### config.mk
export PLATFORM = sky130hd
export DESIGN_NAME = fetch_unit
export DESIGN_NICKNAME = d
export VERILOG_FILES = /design/src/bus_pkg.sv /design/src/fetch_unit.sv
export SDC_FILE = /design/constraint.sdc
export NUM_CORES = 1
export LEC_CHECK = 0
export ABC_AREA = 1
export BUFFER_PORTS_ARGS = -buffer_cell sky130_fd_sc_hd__buf_4
export CAP_MARGIN = 15
export CELL_PAD_IN_SITES_DETAIL_PLACEMENT = 2
export CELL_PAD_IN_SITES_GLOBAL_PLACEMENT = 2
export CORE_ASPECT_RATIO = 2
export CORE_MARGIN = 2
export CORE_UTILIZATION = 25
export DETAILED_ROUTE_END_ITERATION = 8
export HOLD_SLACK_MARGIN = 0.12
export PLACE_DENSITY = 0.8
export SLEW_MARGIN = 20
export SYNTH_ARGS = -nofsm -noshare
export SYNTH_HDL_FRONTEND = slang
export SYNTH_SLANG_ARGS = --single-unit
### constraint.sdc
create_clock -name clk -period 2.6 [get_ports clk]
set_input_delay 0.39 -clock clk [delete_from_list [all_inputs] [get_ports clk]]
set_output_delay 0.39 -clock clk [all_outputs]
set_load 0.01 [all_outputs]
### src/bus_pkg.sv
`default_nettype none

package bus_pkg;

    // ########################################
    // single-beat AXI-lite style bus
    // ########################################

    typedef logic [31:0] addr_t;
    typedef logic [31:0] data_t;
    typedef logic [3:0]  strb_t;
    typedef logic [2:0]  size_t;
    typedef logic [1:0]  resp_t;

    // transfer size is log2 of the byte count
    localparam size_t SIZE_BYTE = 3'd0;
    localparam size_t SIZE_HALF = 3'd1;
    localparam size_t SIZE_WORD = 3'd2;

    localparam resp_t RESP_OKAY   = 2'd0;
    localparam resp_t RESP_SLVERR = 2'd2;

endpackage

`default_nettype wire

### src/fetch_unit.sv
`timescale 1ns/10ps
`default_nettype none

module fetch_unit (
    input  logic           clk,
    input  logic           rst,
    input  logic           fetch_valid,
    output logic           fetch_ready,
    input  bus_pkg::addr_t fetch_addr,
    output logic           inst_valid,
    input  logic           inst_ready,
    output bus_pkg::data_t inst,
    output logic           inst_fault,
    output logic           arvalid,
    input  logic           arready,
    output bus_pkg::addr_t araddr,
    output bus_pkg::size_t arsize,
    input  logic           rvalid,
    output logic           rready,
    input  bus_pkg::data_t rdata,
    input  bus_pkg::resp_t rresp
);
    typedef enum logic [1:0] {IDLE, ADDR, RESP, DONE} state_t;

    state_t         state;
    state_t         next_state;
    bus_pkg::addr_t addr_q;
    logic           accept;
    logic           misalign;

    assign accept   = fetch_valid && fetch_ready;
    assign misalign = (fetch_addr[1:0] != 2'b00);

    always_comb begin
        next_state = state;
        case (state)
            IDLE:    next_state = accept ? (misalign ? DONE : ADDR) : IDLE;
            ADDR:    next_state = arready ? RESP : ADDR;
            RESP:    next_state = rvalid ? DONE : RESP;
            default: next_state = inst_ready ? IDLE : DONE;
        endcase
    end

    always_ff @(posedge clk or posedge rst) begin
        if (rst) begin
            state       <= IDLE;
            fetch_ready <= 1'b0;
        end else begin
            state       <= next_state;
            fetch_ready <= (next_state == IDLE);
        end
    end

    assign arvalid    = (state == ADDR);
    assign rready     = (state == RESP);
    assign inst_valid = (state == DONE);
    assign araddr     = addr_q;
    assign arsize     = bus_pkg::SIZE_WORD;

    // instruction word is held here until the consumer takes it
    always_ff @(posedge clk) begin
        if (accept) begin
            addr_q     <= fetch_addr;
            inst       <= '0;
            inst_fault <= misalign;
        end
        if (rvalid && rready) begin
            inst       <= rdata;
            inst_fault <= (rresp != bus_pkg::RESP_OKAY);
        end
    end

endmodule

`default_nettype wire

# Yosys cells after proc, flatten, opt, wreduce, memory -nomap -nowiden
# Index checks and enable logic that the tools add are counted.
# word_totals
input_bits	72
wordCells	25
output_inout_bits	72
regBits	68
# classes
eq_ne	3
n_mux	10
n_reduce_logical	7
# ops
operator	n
$mux W32	2
$mux W2	4
$pmux W2 S3	1
$reduce_bool A2 Y1	3
$eq A2 B2 Y1 const B	2
$logic_not A2 Y1	2
$mux W1	3
$eq A2 B1 Y1 const B	1
$logic_and A1 B1 Y1	2

# Logic depth before layout (Yosys ltp)
# Gate-level depths: netlist (run 1).
# logic_depth
ltp_word	5
mapped_depth	7

# Worst setup path before layout (run 1)
# OpenSTA, ideal clock, no wires.
# synth_path
path_kind	register to register
startpoint	register state[0]
endpoint	register inst[0] (enable)
t_arrival_ns	1.510
path_stages_with_launch	5
setup_ns	0.391
synth_period_minus_slack_ns	1.900
path_buffers	1
path_slack_ns	0.700
t_required_ns	2.209
path_cell_list	dfrtp_1 > inv_2 > nand3_4 > buf_6 > nand2_1
# synth_between
elab_chain_cells	3
# synth_rtl
element	line_no	source
from (decl)	fetch_unit.sv:25	state_t state;
from (signal assigned)	fetch_unit.sv:49	state <= next_state;
$eq A2 B2 Y1	fetch_unit.sv:55	assign rready = (state == RESP);
$logic_and A1 B1 Y1	fetch_unit.sv:67	if (rvalid && rready) begin
$reduce_bool A2 Y1 (no source line)	--	
to (signal assigned)	fetch_unit.sv:68	inst <= rdata;
to (decl)	fetch_unit.sv:12	output bus_pkg::data_t inst,
# No other way between the ends.
# A chain may end at the register's enable or synchronous reset.

# Final worst setup path (run 1)
# layout_path
startpoint	register state[0]
endpoint	register inst[8] (enable)
# The elaborated chain is that of the path after synthesis.

==> metrics.md, run 1 <==
| Metric | Value |
|---|---|
| Via count | `approximately 1800` |
| CTS resizes | `0` |
| Port Buffers | `140` |
| Critical Path RT | `~2600 ps` |
| Antenna violations before repair | `0` |
| Peak supply drop | `0.728 mV` |
| Via density per instance | `3.93` |
| Number of max-slew violations in the final report | `0` |
| Max clock buf depth | `2` |
| PwrDens | `roughly 980 nW/µm²` |
| Post-route minimum period | `~1800 ps` |
| YS warnings | `0` |
| RSZ-0062 raised after global routing | `false` |
| Post CTS Setup Buffer Count | `0` |
| DRT iter0 DRCs | `between 70 and 80` |
| Area contributors post-synth | `edfxtp_1, inv_1, nor2_1` |
| First-pass GRT wire length | `11.1 mm` |
| Gr ovfl total | `0` |
| Top-area cell type share of the netlist area | `a little under 80%` |
| Initial core utilization | `between 20 and 30%` |
| Gr usage total | `15.2%` |
| Final hold vios | `0` |
| Most frequent cells in the layout | `buf_4, edfxtp_1, inv_1` |
| Fin crit share | `70.3%` |
| Core Rows | `slightly above 50` |
| Worst Path Arrival | `approximately 1800 ps` |
| Commonest non-fill, non-tap cell in the layout | `buf_4` |
| Final Wtd Congestion | `between 0.7 and 0.8` |
| Routed len/inst | `about 17 µm` |
| Share of cells above drive strength 1 | `49.4%` |
| CP endpoint kind | `flip-flop` |
| Setup TNS | `0 ps` |
| Critical Path Start Type | `flip-flop` |
| Fin nets | `393` |
| Chip height | `between 100 and 150 µm` |
| Diodes inserted | `0` |
| Number of nets with antenna violations after routing | `0` |
| Number of global-route vias before repair | `approximately 2000` |
| Final wirelength | `roughly 8 mm` |
| Cell taking the most area after synthesis | `edfxtp_1` |
| Maxcap violations | `0` |
| Total core area | `9760 µm²` |
| P&R area growth vs syn | `58.6%` |
| Clock Skew | `3.78 ps` |
| CTS Buf Count | `9` |
| Io pins | `144` |
| Leak | `0.00187 µW` |
| Clock sinks | `68` |
| Post-synthesis cell area | `approximately 2500 µm²` |
| # setup viols final | `0` |
| Number of synthesized register bits | `~70` |
| CP delay by family, top | `buffers and inverters` |
| Hold Crit Class | `primary input to flip-flop` |
| Fmax achieved | `between 500 and 600 MHz` |
| Largest net degree at the start of global routing | `37` |
| Die area | `10900 µm²` |
| First-pass detailed-route iteration total | `4` |
| TritonCTS clock tree | `yes` |
| Clock-pin slew on the worst setup and hold paths | `around 50 ps` |
| Crit path kind | `flip-flop to flip-flop` |
| Mapped Cells | `about 170` |
| Die W | `approximately 75 µm` |
| DRC viols | `0` |
| Crit path max fanout | `36` |
| CP peak stage delay | `around 430 ps` |
| Final Core Density | `roughly two fifths` |
| Worst path bufs/invs | `2` |
| Outcome | `finished clean` |
| Clock Latency Late Sink | `approximately 330 ps` |
| Slowest-stage cell, CP | `dfrtp_1` |
| Cell variety after synth | `14` |
| Cts hold-fix bufs | `1` |
| DP Wirelength | `approximately 6.4 mm` |
| Crit-path cells | `inv_2, nand3_4, nand2_1, buf_4` |
| CTS Root Cell | `clkbuf_16` |
| H-tree levels | `3` |
| Sequential fraction of the synthesis area | `81.1%` |
| Mapped Avg Cell Area | `~14 µm²` |
[layout make-up]
cell class | count | area [µm²]
Fill cell | 1039 | 5800
Sequential cell | 68 | 2030
Timing Repair Buffer | 143 | 1080
Multi-Input combinational cell | 56 | 251
Clock buffer | 10 | 229
Tap cell | 132 | 165
Inverter | 43 | 161
Clock inverter | 6 | 55.1
[cells by family after synthesis]
kind of cell           after synthesis  share of synthesized area, %
AO/OA/AOI/OAI                        1                         0.200
buffers and inverters               50                          9.01
flip-flops                          68                          81.1
other                                2                         0.300
AND/OR/NAND/NOR                     52                          9.41
[path summary, 6_finish.rpt]
kind	startpoint	to	slack, ps	cells past startpoint
min in group asynchronous	rst	state[0]$_DFF_PP0_	490	3
min	fetch_addr[13]	araddr[13]$_DFFE_PP_	230	1
max reg2reg	state[0]$_DFF_PP0_	inst[8]$_SDFFCE_PN0P_	770	4
max	state[0]$_DFF_PP0_	inst[8]$_SDFFCE_PN0P_	770	4
max in group asynchronous	rst	fetch_ready$_DFF_PP0_	1960	3
min reg2reg	state[0]$_DFF_PP0_	state[0]$_DFF_PP0_	770	2
[registers in the layout, indices dropped and copies added (netlist names)]
register / count
araddr: 32
inst: 32
state: 2
inst_fault: 1
fetch_ready: 1
[per-layer routing]
metal	vias to the layer above	global-route usage (%)	wire length (µm)
met5	-	0	0
met4	0	7.68	257
met3	14	5.19	396
met2	65	29.7	5070
met1	879	12.1	2240
li1	844	-	-
[metrics by stage]
| step | area, µm² | hold slack (ps) | instances | setup slack [ps] | power, µW |
|---|---|---|---|---|---|
| 5_1_grt | 3970 | 215 | 458 | 612 | 4090 |
| 6_report | 3970 | 231 | 458 | 773 | 3890 |
| 3_3_place_gp | 3670 | 276 | 441 | 840 | 2710 |
| 4_1_cts | 3970 | 217 | 458 | 734 | 3970 |
| 2_1_floorplan | 2500 | 144 | 174 | 700 | 2160 |
| 3_5_place_dp | 3670 | 286 | 441 | 745 | 2790 |
[cell usage after synthesis (all sizes together)]
library cell	count
edfxtp	65
inv	43
nor2	36
nand2	9
buf	7
nand3	6
dfrtp	3
conb	2
nand4	1
o21ai	1
[report_power, final]
group          internal [µW]  switching [µW]
Combinational            460             570
Clock                    733             434
Sequential              1580             119
(Power assumes the default switching activity.)
==> run 2, diff against run 1 <==
- CORE_UTILIZATION: 25 -> 24
- PLACE_DENSITY: 0.8 -> 0.81
- clock period: 2.6 -> 1.6 ns (I/O delays scaled with it)
==> metrics.md, run 2 (synthesis gave the netlist of run 1 again) <==
| Metric | Value |
|---|---|
| Outcome | `finished clean (unchanged)` |
| Commonest non-fill, non-tap cell in the layout | `buf_4 (unchanged)` |
| DRT iter0 DRCs | `66 (was 75)` |
| CP peak stage delay | `440 ps (was 430 ps)` |
| Io pins | `144 (unchanged)` |
| Number of max-slew violations in the final report | `0 (unchanged)` |
| DRC viols | `0 (unchanged)` |
| Slowest-stage cell, CP | `dfrtp_1 (unchanged)` |
| Worst path bufs/invs | `3 (was 2)` |
| Placed insts | `445 (was 441)` |
| Diodes inserted | `0 (unchanged)` |
| CTS Root Cell | `clkbuf_16 (unchanged)` |
| CP endpoint kind | `output port (was flip-flop)` |
| Crit-path cells | `inv_2, nand2_1, inv_1, buf_4 (was inv_2, nand3_4, nand2_1, buf_4)` |
| Gr usage total | `16.6% (was 15.2%)` |
| Fin crit share | `between 80% and 90%` |
| Setup TNS | `0 ps (unchanged)` |
| Final wirelength | `8.96 mm (was 7.96 mm)` |
| FF-to-FF setup slack | `250 ps (was 770 ps)` |
| Leak | `0.00200 µW (was 0.00187 µW)` |
| Largest net degree at the start of global routing | `34 (was 37)` |
| Routed len/inst | `18.2 µm (was 17.4 µm)` |
| Crit path kind | `flip-flop to output port (was flip-flop to flip-flop)` |
| # setup viols final | `0 (unchanged)` |
| Clock-pin slew on the worst setup and hold paths | `60 ps (was 50 ps)` |
| Power share of the clock group | `29.4% (was 30.0%)` |
| Internal Dissipation | `4610 µW (was 2770 µW)` |
| CTS resizes | `0 (unchanged)` |
| Fin nets | `426 (was 393)` |
| DP Wirelength | `6.16 mm (was 6.39 mm)` |
| Total core area | `10100 µm² (was 9760 µm²)` |
| Final Wtd Congestion | `0.757 (was 0.785)` |
| PwrDens | `1510 nW/µm² (was 982 nW/µm²)` |
| Setup slack after placement | `206 ps (was 745 ps)` |
| H-tree levels | `3 (unchanged)` |
| Switching pwr | `1930 µW (was 1120 µW)` |
| First-pass detailed-route iteration total | `3 (was 4)` |
| WHS | `210 ps (was 231 ps)` |
| Fmax achieved | `about 730 MHz` |
| Post CTS Setup Buffer Count | `0 (unchanged)` |
| Via density per instance | `3.88 (was 3.93)` |
| # fillers | `1083 (was 1039)` |
| Critical Path Start Type | `flip-flop (unchanged)` |
| Worst Path Arrival | `1140 ps (was 1800 ps)` |
| Critical Path RT | `1360 ps (was 2580 ps)` |
| Post-route minimum period | `~1400 ps` |
| Die area | `11300 µm² (was 10900 µm²)` |
| RSZ-0062 raised after global routing | `false (unchanged)` |
| TritonCTS clock tree | `yes (unchanged)` |
| CTS Buf Count | `9 (unchanged)` |
| First-pass GRT wire length | `13.3 mm (was 11.1 mm)` |
| Clock Latency Late Sink | `340 ps (was 330 ps)` |
| Gr ovfl total | `0 (unchanged)` |
| Sw Ratio | `29.5% (was 28.9%)` |
| Layout Cells excl Fill | `493 (was 458)` |
| Slack of the critical path | `223 ps (was 773 ps)` |
| Port Buffers | `140 (unchanged)` |
| Maxcap violations | `0 (unchanged)` |
| Via count | `1913 (was 1802)` |
| Most frequent cells in the layout | `buf_4, edfxtp_1, inv_1 (unchanged)` |
| Initial core utilization | `24.6% (was 25.6%)` |
| CP delay by family, top | `flip-flops (was buffers and inverters)` |
| Sequential share of power | `42.3% (was 43.6%)` |
| Number of nets with antenna violations after routing | `0 (unchanged)` |
| Clock sinks | `68 (unchanged)` |
| Clock Skew | `8.94 ps (was 3.78 ps)` |
| Gate power share | `28.3% (was 26.5%)` |
| Core Rows | `52 (was 51)` |
| Crit path max fanout | `6 (was 36)` |
| Final hold vios | `0 (unchanged)` |
| Chip height | `148 µm (was 145 µm)` |
| P&R area growth vs syn | `72.9% (was 58.6%)` |
| Die W | `76.2 µm (was 74.7 µm)` |
| Number of global-route vias before repair | `2182 (was 1957)` |
| Peak supply drop | `0.856 mV (was 0.728 mV)` |
| Max clock buf depth | `2 (unchanged)` |
| Hold Crit Class | `primary input to flip-flop (unchanged)` |
| Share of cells above drive strength 1 | `45.0% (was 49.4%)` |
| Antenna violations before repair | `0 (unchanged)` |
run 2: cell types whose count changed in the layout (fill, tap and decap cells not counted), sizes merged:
cell         delta
buf             +1
clkinv          -3
clkinvlp        +2
dlygate4sd3    +32
run 2: final cells by class:
cell class | instances | area [µm²] | area share [%]
Sequential cell | 68 | 2030 | 46.9
Timing Repair Buffer | 176 | 1430 | 33.1
Multi-Input combinational cell | 56 | 254 | 5.88
Clock buffer | 10 | 229 | 5.30
Tap cell | 135 | 169 | 3.91
Inverter | 43 | 161 | 3.73
Clock inverter | 5 | 53.8 | 1.24
run 2: final timing paths:
| kind | start | end | depth (start not counted) |
|---|---|---|---|
| hold reg to reg | state[0]$_DFF_PP0_ | state[1]$_DFF_PP0_ | 4 |
| setup reg to reg | state[0]$_DFF_PP0_ | inst[24]$_SDFFCE_PN0P_ | 4 |
| min in group asynchronous | rst | fetch_ready$_DFF_PP0_ | 3 |
| setup / recovery | state[0]$_DFF_PP0_ | rready | 4 |
| hold / removal | rdata[8] | inst[8]$_SDFFCE_PN0P_ | 3 |
| max in group asynchronous | rst | state[1]$_DFF_PP0_ | 3 |
run 2: worst register-to-register path: stages (launching register included):
cell     delay (ps)
dfrtp_1         450
inv_2            90
nand3_4         100
buf_4           330
nor2_1          110
run 2: power by group through the flow:
stage / clock network [µW] / registers, µW / logic [µW]
3_5_place_dp: 0 / 2800 / 1820
2_1_floorplan: 0 / 2950 / 567
4_1_cts: 1940 / 2770 / 1890
3_3_place_gp: 0 / 2740 / 1720
5_1_grt: 2040 / 2810 / 2000
6_report: 1920 / 2760 / 1850
run 2: what timing repair did:
action,in CTS,in global routing
hold buffers,33,0
endpoints found under the setup margin,0,0
endpoints found under the hold margin,35,0
run 2: metal layers:
| metal | GRT usage (%) | vias up | routed length [µm] |
|---|---|---|---|
| li1 | - | 907 | - |
| met1 | 14.2 | 929 | 2590 |
| met2 | 34.9 | 69 | 5830 |
| met3 | 3.70 | 8 | 401 |
| met4 | 7.91 | 0 | 139 |
| met5 | 0 | - | 0 |
run 2: metrics by stage:
step	total power [µW]	utilization, %	cell area, µm²
final	6530	42.6	4320
after global routing	6850	42.6	4320
after CTS	6600	42.6	4320
after detailed placement	4620	36.6	3710
after global placement	4460	36.6	3710
after floorplan	3520	-	2510
