**config.mk**
```make
export PLATFORM = sky130hd
export DESIGN_NAME = bus_arbiter
export DESIGN_NICKNAME = d
export VERILOG_FILES = /design/src/bus_pkg.sv /design/src/bus_arbiter.sv
export SDC_FILE = /design/constraint.sdc
export NUM_CORES = 1
export LEC_CHECK = 0
export BUFFER_PORTS_ARGS = -buffer_cell sky130_fd_sc_hd__buf_2
export CORE_AREA = 5 5 142 144
export CTS_CLUSTER_DIAMETER = 200
export CTS_CLUSTER_SIZE = 12
export DETAILED_ROUTE_END_ITERATION = 6
export DIE_AREA = 0 0 147 149
export PLACE_DENSITY_LB_ADDON = 0.12
export SYNTH_ARGS = -nofsm -noshare
export SYNTH_HDL_FRONTEND = slang
export SYNTH_SLANG_ARGS = --single-unit
export TNS_END_PERCENT = 30
```
**constraint.sdc**
```tcl
create_clock -name clk -period 2.3 [get_ports clk]
set_clock_uncertainty 0.2 [all_clocks]
set_input_delay 0.23 -clock clk [delete_from_list [all_inputs] [get_ports clk]]
set_output_delay 0.23 -clock clk [all_outputs]
set_load 0.1 [all_outputs]
```
**src/bus_pkg.sv**
```systemverilog
`default_nettype none

package bus_pkg;

    // ########################################
    // single-beat AXI-lite style bus
    // ########################################

    typedef logic [31:0] addr_t;
    typedef logic [31:0] data_t;
    typedef logic [3:0]  strb_t;
    typedef logic [2:0]  size_t;
    typedef logic [1:0]  resp_t;

    // transfer size is log2 of the byte count
    localparam size_t SIZE_BYTE = 3'd0;
    localparam size_t SIZE_HALF = 3'd1;
    localparam size_t SIZE_WORD = 3'd2;

    localparam resp_t RESP_OKAY   = 2'd0;
    localparam resp_t RESP_SLVERR = 2'd2;

endpackage

`default_nettype wire

```
**src/bus_arbiter.sv**
```systemverilog
`timescale 1ns/10ps
`default_nettype none

module bus_arbiter (
    input  logic           clk,
    input  logic           rst,
    input  logic           lsu_arvalid,
    output logic           lsu_arready,
    input  bus_pkg::addr_t lsu_araddr,
    input  bus_pkg::size_t lsu_arsize,
    output logic           lsu_rvalid,
    input  logic           lsu_rready,
    output bus_pkg::data_t lsu_rdata,
    output bus_pkg::resp_t lsu_rresp,
    input  logic           lsu_awvalid,
    output logic           lsu_awready,
    input  bus_pkg::addr_t lsu_awaddr,
    input  bus_pkg::size_t lsu_awsize,
    input  logic           lsu_wvalid,
    output logic           lsu_wready,
    input  bus_pkg::data_t lsu_wdata,
    input  bus_pkg::strb_t lsu_wstrb,
    output logic           lsu_bvalid,
    input  logic           lsu_bready,
    output bus_pkg::resp_t lsu_bresp,
    input  logic           fetch_arvalid,
    output logic           fetch_arready,
    input  bus_pkg::addr_t fetch_araddr,
    input  bus_pkg::size_t fetch_arsize,
    output logic           fetch_rvalid,
    input  logic           fetch_rready,
    output bus_pkg::data_t fetch_rdata,
    output bus_pkg::resp_t fetch_rresp,
    // memory side
    output logic           arvalid,
    input  logic           arready,
    output bus_pkg::addr_t araddr,
    output bus_pkg::size_t arsize,
    input  logic           rvalid,
    output logic           rready,
    input  bus_pkg::data_t rdata,
    input  bus_pkg::resp_t rresp,
    output logic           awvalid,
    input  logic           awready,
    output bus_pkg::addr_t awaddr,
    output bus_pkg::size_t awsize,
    output logic           wvalid,
    input  logic           wready,
    output bus_pkg::data_t wdata,
    output bus_pkg::strb_t wstrb,
    input  logic           bvalid,
    output logic           bready,
    input  bus_pkg::resp_t bresp
);
    typedef enum logic [1:0] {NONE, LSU, FETCH} owner_t;

    owner_t owner;
    owner_t sel;
    logic   last_fetch;
    logic   lsu_req;
    logic   fetch_req;
    logic   release_bus;

    assign lsu_req     = lsu_arvalid || lsu_awvalid;
    assign fetch_req   = fetch_arvalid;
    assign release_bus = (rvalid && rready) || (bvalid && bready);

    // a held owner wins, otherwise the requester not served last
    always_comb begin
        sel = owner;
        if (owner == NONE) begin
            if (lsu_req && fetch_req) begin
                sel = last_fetch ? LSU : FETCH;
            end else if (lsu_req) begin
                sel = LSU;
            end else if (fetch_req) begin
                sel = FETCH;
            end
        end
    end

    always_ff @(posedge clk or posedge rst) begin
        if (rst) begin
            owner      <= NONE;
            last_fetch <= 1'b0;
        end else if ((owner == NONE) && (sel != NONE)) begin
            owner      <= sel;
            last_fetch <= (sel == FETCH);
        end else if (release_bus) begin
            owner <= NONE;
        end
    end

    // ########################################
    // channel steering
    // ########################################

    assign araddr = (sel == FETCH) ? fetch_araddr : lsu_araddr;
    assign arsize = (sel == FETCH) ? fetch_arsize : lsu_arsize;
    assign awaddr = lsu_awaddr;
    assign awsize = lsu_awsize;
    assign wdata  = lsu_wdata;
    assign wstrb  = lsu_wstrb;

    assign arvalid = (sel == LSU) ? lsu_arvalid : (sel == FETCH) && fetch_arvalid;
    assign rready  = (sel == LSU) ? lsu_rready : (sel == FETCH) && fetch_rready;
    assign awvalid = (sel == LSU) && lsu_awvalid;
    assign wvalid  = (sel == LSU) && lsu_wvalid;
    assign bready  = (sel == LSU) && lsu_bready;

    assign lsu_arready   = (sel == LSU) && arready;
    assign lsu_rvalid    = (sel == LSU) && rvalid;
    assign lsu_awready   = (sel == LSU) && awready;
    assign lsu_wready    = (sel == LSU) && wready;
    assign lsu_bvalid    = (sel == LSU) && bvalid;
    assign fetch_arready = (sel == FETCH) && arready;
    assign fetch_rvalid  = (sel == FETCH) && rvalid;

    assign lsu_rdata   = rdata;
    assign lsu_rresp   = rresp;
    assign lsu_bresp   = bresp;
    assign fetch_rdata = rdata;
    assign fetch_rresp = rresp;

endmodule

`default_nettype wire

```
# [After elaboration in Yosys (flattened, before gate mapping)]
# Index checks and enable logic that the tools add are counted.
# Widths: inputs -> output; s select.
[totals] register_bits=3 input_bits=191 out_inout_bits=188 wordCells=36
[op_classes] n_eq_ne=2 muxes=11 n_reduce_logical=21
[op_table] cell="$mux 32" count=1
[op_table] cell="$logic_and 1x1->1" count=16
[op_table] cell="$mux 2" count=7
[op_table] cell="$reduce_bool 2->1" count=2
[op_table] cell="$mux 3" count=1
[op_table] cell="$eq 2x1->1 const B" count=1
[op_table] cell="$eq 2x2->1 const B" count=1
[op_table] cell="$logic_not 2->1" count=1
[op_table] cell="$logic_or 1x1->1" count=2
[op_table] cell="$mux 1" count=2

# [Longest topological paths before layout]
# Gate-level depths: netlist of run 1.
[depth] word_depth=11 depth_mapped=5 depth_no_buf=3

# [Least setup slack after synthesis of run 1]
# Ideal clock, no wire load.
[synth_path] path_kind="flip-flop to output port" from="register last_fetch" to="output awvalid" arrival_ns=2.887 required_time_ns=1.870 path_slack_ns=-1.017 path_stages_with_launch=4 n_path_buf=0 path_cell_list="dfrtp_1 nand2b_1 a21oi_1 nor3b_1"
[synth_between] elab_chain_len=5
[synth_rtl] element="start, declared" line="bus_arbiter.sv:59" source="logic last_fetch;"
[synth_rtl] element="start signal, assigned" line="bus_arbiter.sv:88" source="last_fetch <= (sel == FETCH);"
[synth_rtl] element="$mux 2" line="bus_arbiter.sv:73" source="sel = last_fetch ? LSU : FETCH;"
[synth_rtl] element="$mux 2" line="bus_arbiter.sv:72" source="if (lsu_req && fetch_req) begin"
[synth_rtl] element="$mux 2" line="bus_arbiter.sv:71" source="if (owner == NONE) begin"
[synth_rtl] element="$eq 2x1->1" line="bus_arbiter.sv:107" source="assign awvalid = (sel == LSU) && lsu_awvalid;"
[synth_rtl] element="$logic_and 1x1->1" line="bus_arbiter.sv:107"
[synth_rtl] element="end, declared" line="bus_arbiter.sv:43" source="output logic awvalid,"
# Every way passes these cells.

# [Final worst setup path of run 1]
[layout_path] from="register last_fetch" to="output araddr[21]"
[layout_between] elab_chain_len=5
[layout_rtl] element="$mux 2" line="bus_arbiter.sv:73"
[layout_rtl] element="$mux 2" line="bus_arbiter.sv:72"
[layout_rtl] element="$mux 2" line="bus_arbiter.sv:71"
[layout_rtl] element="$eq 2x2->1" line="bus_arbiter.sv:98" source="assign araddr = (sel == FETCH) ? fetch_araddr : lsu_araddr;"
[layout_rtl] element="$mux 32" line="bus_arbiter.sv:98"
[layout_rtl] element="end, declared" line="bus_arbiter.sv:37" source="output bus_pkg::addr_t araddr,"
# Every way passes these cells.

==> flow_summary.json, run 1 <==
{
  "insertion_delay_ns": 0.22,
  "clock-root-buffer": "clkbuf_16",
  "leakage_nw": 1.188,
  "final_critical_path_setup_slack_ns": -0.02442,
  "cts.sink_count": 3,
  "worst_setup_hold_path_clk_slew_ns": 0.03,
  "power.share.combinational": 0.920,
  "synth_commonest_cells": "buf_4 (142), mux2_2 (18), mux2_1 (17), nor3b_1 (8), o21ai_0 (4)",
  "fin_hold_ws_ns": 0.08387,
  "worst_slew_margin_rel": 0.6736,
  "maxCapViolCount": 0,
  "num_antenna_cells": 0,
  "core.rowCount": 50,
  "yosysWarningCount": 0,
  "synth_seq_cells": 3,
  "power.share.sequential": 0.023,
  "netlist_area_mm2": 0.001792,
  "slew_worst_pin_ns": 0.4929,
  "post_synth_num_cell_types": 23,
  "post_place_instance_area_mm2": 0.001810,
  "routed_via_density": 2.892,
  "drc_errors_left": 0,
  "cp_max_fo": 7,
  "post_drt_wl_per_cell_um": 14.43,
  "swShare": 0.6103,
  "postSynthNetCount": 410,
  "share_of_the_clock_period_used_by_the_worst_path": 1.011,
  "clkPwrFrac": 0.058,
  "fmaxAchievable_ghz": 0.4302,
  "drt_first_iter_violations": 8,
  "grt_setup_unrepaired": "true",
  "globalRouteOverflowTotal": 0,
  "yosysSeqAreaShare": 0.04190,
  "crit_chain": "nor2b_4 -> a211oi_4 -> buf_6 -> clkbuf_16 -> mux2_4 -> buf_12",
  "finalMaxSlewViolations": 0,
  "routed-via-count": 1316,
  "port_buffers": 130,
  "drtAntennaViolNets": 0,
  "drt_pass1_iterations": 2,
  "die_area_mm2": 0.02190,
  "total_power_w": 0.004807,
  "grt_start_max_net_pins": 15,
  "cp.buffers_inverters": 3,
  "finalHoldViolations": 0,
  "total_number_of_h_tree_levels": 1,
  "area.growth.synth_to_final_pct": 40.78,
  "place_congestion": 0.6299,
  "slowest_stage": "dfrtp_1",
  "detail_route.wirelength_um": 6566,
  "async_flop_share": 1.000,
  "outcome": "complete, but fails checks",
  "int_pwr_w": 0.001873,
  "max_stage_delay_ns": 0.37,
  "postSynth.topFlopCell": "dfrtp_1",
  "path_delay_family": "buffers and inverters",
  "wire_length_of_the_first_global_routing_pass_um": 8763,
  "die_x_um": 147,
  "fin_area_mm2": 0.002522,
  "synth_top_area_frac": 0.5950,
  "synthMostInstantiatedCell": "buf_4",
  "critical_path.startpoint_type": "flip-flop",
  "design.core.area_mm2": 0.01858,
  "violations": "negative setup slack",
  "net-switching-power_w": 0.002934,
  "io_pins": 379,
  "synth_edf_count": 0,
  "finalSetupViolations": 12,
  "timing.hold.worst.class": "primary input to flip-flop",
  "synth_area_per_cell_um2": 8.181,
  "antenna_found_initial": 0,
  "detailedPlacementHpwl_um": 5076,
  "timing.critical_path.arrival_ns": 1.89,
  "die-height_um": 149,
  "initial_cell_density_of_the_core": 0.09643,
  "ys_top_cells_by_area": "buf_4 (59%), mux2_2 (11%), mux2_1 (11%), dfrtp_1 (4.2%), nor3b_1 (3.4%)",
  "post_route_cells_drive_above_1_share": 0.8552,
  "place_worst_setup_slack_ns": 0.03067,
  "worst-endpoint-required_ns": 1.87,
  "power-per-cell-area_mw_per_mm2": 1906,
  "worst-setup-path-type": "flip-flop to output pin",
  "yosysTopAreaCell": "buf_4",
  "cp-end-kind": "output pin",
  "final_nets": 413,
  "clock_tree.buffer_depth": 2,
  "tritoncts.num_buffers": 3,
  "grt_use_total": 0.05118,
  "first_global_vias": 1521,
  "timing.final.crit_period_ns": 2.324,
  "ir_drop_uv": 595.1,
  "post_synth_inst_count": 219,
  "tritoncts": "yes"
}
[state kept, by name, indices dropped and copies added, names as in the netlist]
name        count
owner           2
last_fetch      1
[layout by cell type (no fill, tap or decap), drive strengths merged]
master,n
a21oi,2
o2bb2ai,1
a211o,1
mux2,35
nor3b,8
or2,1
nor2b,1
nor2,2
a22oi,1
nand2,3
dfrtp,3
inv,3
o21ai,4
dlygate4sd3,1
a31oi,1
nand2b,2
clkbuf,6
buf,141
a211oi,1
and2,2
nand3,2
[worst min-delay path: stages]
cell and delay, ns:
buf_2 0.13, nand3_1 0.06, nand2_1 0.04
[repair_timing]
| action | 4_1_cts | 5_1_grt |
|---|---|---|
| endpoints found under the hold margin | 3 | 0 |
| endpoints found under the setup margin | 35 | 35 |
| hold buffers | 1 | 0 |
| pin swaps | 1 | 1 |
| gates resized for setup | 90 | 75 |
| setup buffers | 2 | 1 |
| cloned | 1 | 2 |
[stage by stage]
step / utilization / TNS (ns) / instances
5_1_grt: 0.1358 / -1.164 / 455
6_report: 0.1358 / -0.1774 / 455
2_1_floorplan: - / -1.346 / 219
3_5_place_dp: 0.09744 / 0 / 445
4_1_cts: 0.1203 / -0.01426 / 453
3_3_place_gp: 0.09744 / 0 / 445
[final cells by class]
type,instances,area [µm²]
sequential,3,75.07
clock buffer,4,78.83
tap,234,292.8
inverter,3,11.26
timing repair buffer,144,1323
multi-input combinational,67,742.0
fill,2076,16060
[per-layer routing]
layer	global-route usage	share of wire	vias to the layer above
li1	-	-	574
met1	0.04403	0.29	565
met2	0.09057	0.50	125
met3	0.02127	0.12	52
met4	0.04613	0.078	0
met5	0	0	-
[logic make-up after synthesis]
group | synth area share
compound gates | 0.04121
simple gates | 0.07054
buf+inv | 0.6264
flops | 0.04190
mux | 0.2200
[worst paths after layout]
path	depth (start not counted)	slack, ns	end	start
worst max-delay path	6	-0.02	araddr[21]	last_fetch$_DFFE_PP0P_
min in group asynchronous	3	0.23	last_fetch$_DFFE_PP0P_	rst
worst min register to register	2	0.38	last_fetch$_DFFE_PP0P_	last_fetch$_DFFE_PP0P_
max in group asynchronous	3	1.53	owner[0]$_DFFE_PP0P_	rst
worst max register to register	4	0.89	last_fetch$_DFFE_PP0P_	owner[1]$_DFFE_PP0P_
worst min-delay path	3	0.08	owner[1]$_DFFE_PP0P_	fetch_arvalid
[power by group through the flow]
stage / clock (W) / combinational (W) / sequential (W)
6_report: 0.000278 / 0.00442 / 0.000109
4_1_cts: 0.000280 / 0.00395 / 0.000104
2_1_floorplan: 0 / 0.00394 / 0.000108
3_5_place_dp: 0 / 0.00339 / 0.000104
5_1_grt: 0.000282 / 0.00458 / 0.000113
3_3_place_gp: 0 / 0.00341 / 0.000106
(Power assumes the default switching activity.)
==> inputs of run 2 (changes only) <==
--- a/config.mk
+++ b/config.mk
@@ -11,6 +11,7 @@
 export CTS_CLUSTER_SIZE = 12
 export DETAILED_ROUTE_END_ITERATION = 6
 export DIE_AREA = 0 0 147 149
+export MAX_ROUTING_LAYER = met4
 export PLACE_DENSITY_LB_ADDON = 0.12
 export SYNTH_ARGS = -nofsm -noshare
 export SYNTH_HDL_FRONTEND = slang
==> flow_summary.json, run 2 (synthesized netlist as in run 1, its figures left out) <==
{
  "io_pins": 379,
  "crit_start": "last_fetch$_DFFE_PP0P_",
  "cts.sink_count": 3,
  "finalMaxSlewViolations": 0,
  "maxCapViolCount": 0,
  "crit_path_end": "araddr[21]",
  "first_global_vias": 1521,
  "final_core_utilization": 0.1363,
  "violations": "negative setup slack",
  "timing.critical_path.arrival_ns": 1.89,
  "core.rowCount": 50,
  "die_x_um": 147,
  "ff2ff_setup_slack_ns": 0.88,
  "drc_errors_left": 0,
  "fmaxAchievable_ghz": 0.4306,
  "clock_tree.buffer_depth": 2,
  "ir_drop_uv": 595.1,
  "die-height_um": 149,
  "num_antenna_cells": 0,
  "drtAntennaViolNets": 0,
  "critical_path.reg2reg.startpoint": "owner[1]$_DFFE_PP0P_",
  "finalSetupViolations": 11,
  "worst-endpoint-required_ns": 1.87,
  "post_drt_wl_per_cell_um": 14.49,
  "registers.top_by_ff_count": "owner",
  "worst_hold_start": "fetch_arvalid",
  "insertion_delay_ns": 0.22,
  "timing.final.crit_period_ns": 2.322,
  "dp_cells": 445,
  "largest_register_ffs": 2,
  "globalRouteOverflowTotal": 0,
  "place_worst_setup_slack_ns": 0.03067,
  "share_of_the_clock_period_used_by_the_worst_path": 1.010,
  "routed-via-count": 1330,
  "tritoncts.num_buffers": 3,
  "final_critical_path_setup_slack_ns": -0.02224,
  "worst_slew_margin_rel": 0.6736,
  "slew_worst_pin_ns": 0.4929,
  "layoutNonFillerInstCount": 456,
  "die_area_mm2": 0.02190,
  "outcome": "complete, but fails checks",
  "drt_first_iter_violations": 7,
  "area.growth.synth_to_final_pct": 41.34,
  "grt_setup_unrepaired": "true",
  "drt_pass1_iterations": 4,
  "cp-end-kind": "output pin",
  "worst_setup_hold_path_clk_slew_ns": 0.03,
  "timing.reg2reg.worst_path_depth": 4,
  "grt_use_total": 0.05279,
  "critical_path.startpoint_type": "flip-flop",
  "wire_length_of_the_first_global_routing_pass_um": 8769,
  "final_cell_mix": "buf_2 (91), buf_12 (30), mux2_4 (23)",
  "cp_max_fo": 7,
  "port_buffers": 130,
  "hold-path-cell-count": 3,
  "initial_cell_density_of_the_core": 0.09643,
  "grt_start_max_net_pins": 15,
  "worst-setup-path-type": "flip-flop to output pin",
  "routed_via_density": 2.917,
  "antenna_found_initial": 0,
  "detailedPlacementHpwl_um": 5076,
  "clock-root-buffer": "clkbuf_16",
  "finalHoldViolations": 0,
  "place_congestion": 0.6380,
  "leakage_nw": 1.195,
  "worst_r2r_endpoint": "last_fetch$_DFFE_PP0P_",
  "total_power_w": 0.004828,
  "timing.hold.worst.class": "primary input to flip-flop",
  "tritoncts": "yes",
  "largestRegisters": "owner: 2 flops, last_fetch: 1 flops",
  "detail_route.wirelength_um": 6609,
  "final_nets": 414,
  "power-per-cell-area_mw_per_mm2": 1907,
  "post_route_cells_drive_above_1_share": 0.8604,
  "total_number_of_h_tree_levels": 1,
  "design.core.area_mm2": 0.01858,
  "mostFrequentLayoutCell": "buf_2"
}
-- run 2: cell count changes in the layout (fill, tap and decap cells not counted), sizes merged --
cell / delta
buf: +1
-- run 2: critical path, cell delays in order (launching register included) --
cell and delay (ns):
dfrtp_1 0.37, nor2b_4 0.14, a211oi_4 0.28, buf_6 0.20
clkbuf_16 0.18, mux2_4 0.32, buf_12 0.17
-- run 2: metrics by stage --
step           cell area, µm²  hold slack [ns]  TNS (ns)
3_5_place_dp             1810         -0.08528         0
5_1_grt                  2532           0.1123    -1.176
4_1_cts                  2235          0.08529  -0.01426
6_report                 2532          0.08452   -0.1556
3_3_place_gp             1810         -0.08058         0
2_1_floorplan            1838          -0.2164    -1.346
-- run 2: final cells by class --
type	count	area, µm²
fillers	2075	16050
repair buffers	145	1330
multi-input cells	67	744.5
well taps	234	292.8
clock buffers	4	78.83
flip-flops and latches	3	75.07
inverters	3	11.26
-- run 2: worst min path at each step --
stage / endpoint / slack (ns)
2_1_floorplan: last_fetch$_DFFE_PP0P_ / -0.22
4_1_cts: owner[1]$_DFFE_PP0P_ / 0.09
6_report: owner[1]$_DFFE_PP0P_ / 0.08
3_5_place_dp: last_fetch$_DFFE_PP0P_ / -0.09
3_3_place_gp: last_fetch$_DFFE_PP0P_ / -0.08
5_1_grt: owner[1]$_DFFE_PP0P_ / 0.11
-- run 2: power breakdown --
group	leakage [nW]	switching (W)	internal (W)
Sequential	0.0354	0.0000277	0.0000810
Combinational	1.12	0.00286	0.00158
Clock	0.0382	0.0000489	0.000229
Total	1.19	0.00294	0.00189
-- run 2: repair_timing --
action | CTS | global route
buffers inserted | 2 | 2
endpoints found under the hold margin | 3 | 0
pin swaps | 1 | 1
hold buffers | 1 | 0
endpoints found under the setup margin | 35 | 35
cloned | 1 | 2
gates resized for setup | 90 | 76
-- run 2: layer usage --
metal / share of wire / track usage / wire, µm / up-vias
met1: 0.30 / 0.04440 / 1956 / 572
li1: - / - / - / 576
met4: 0.077 / 0.04613 / 507 / 0
met2: 0.50 / 0.09034 / 3317 / 124
met5: 0 / - / 0 / -
met3: 0.13 / 0.02157 / 827 / 58
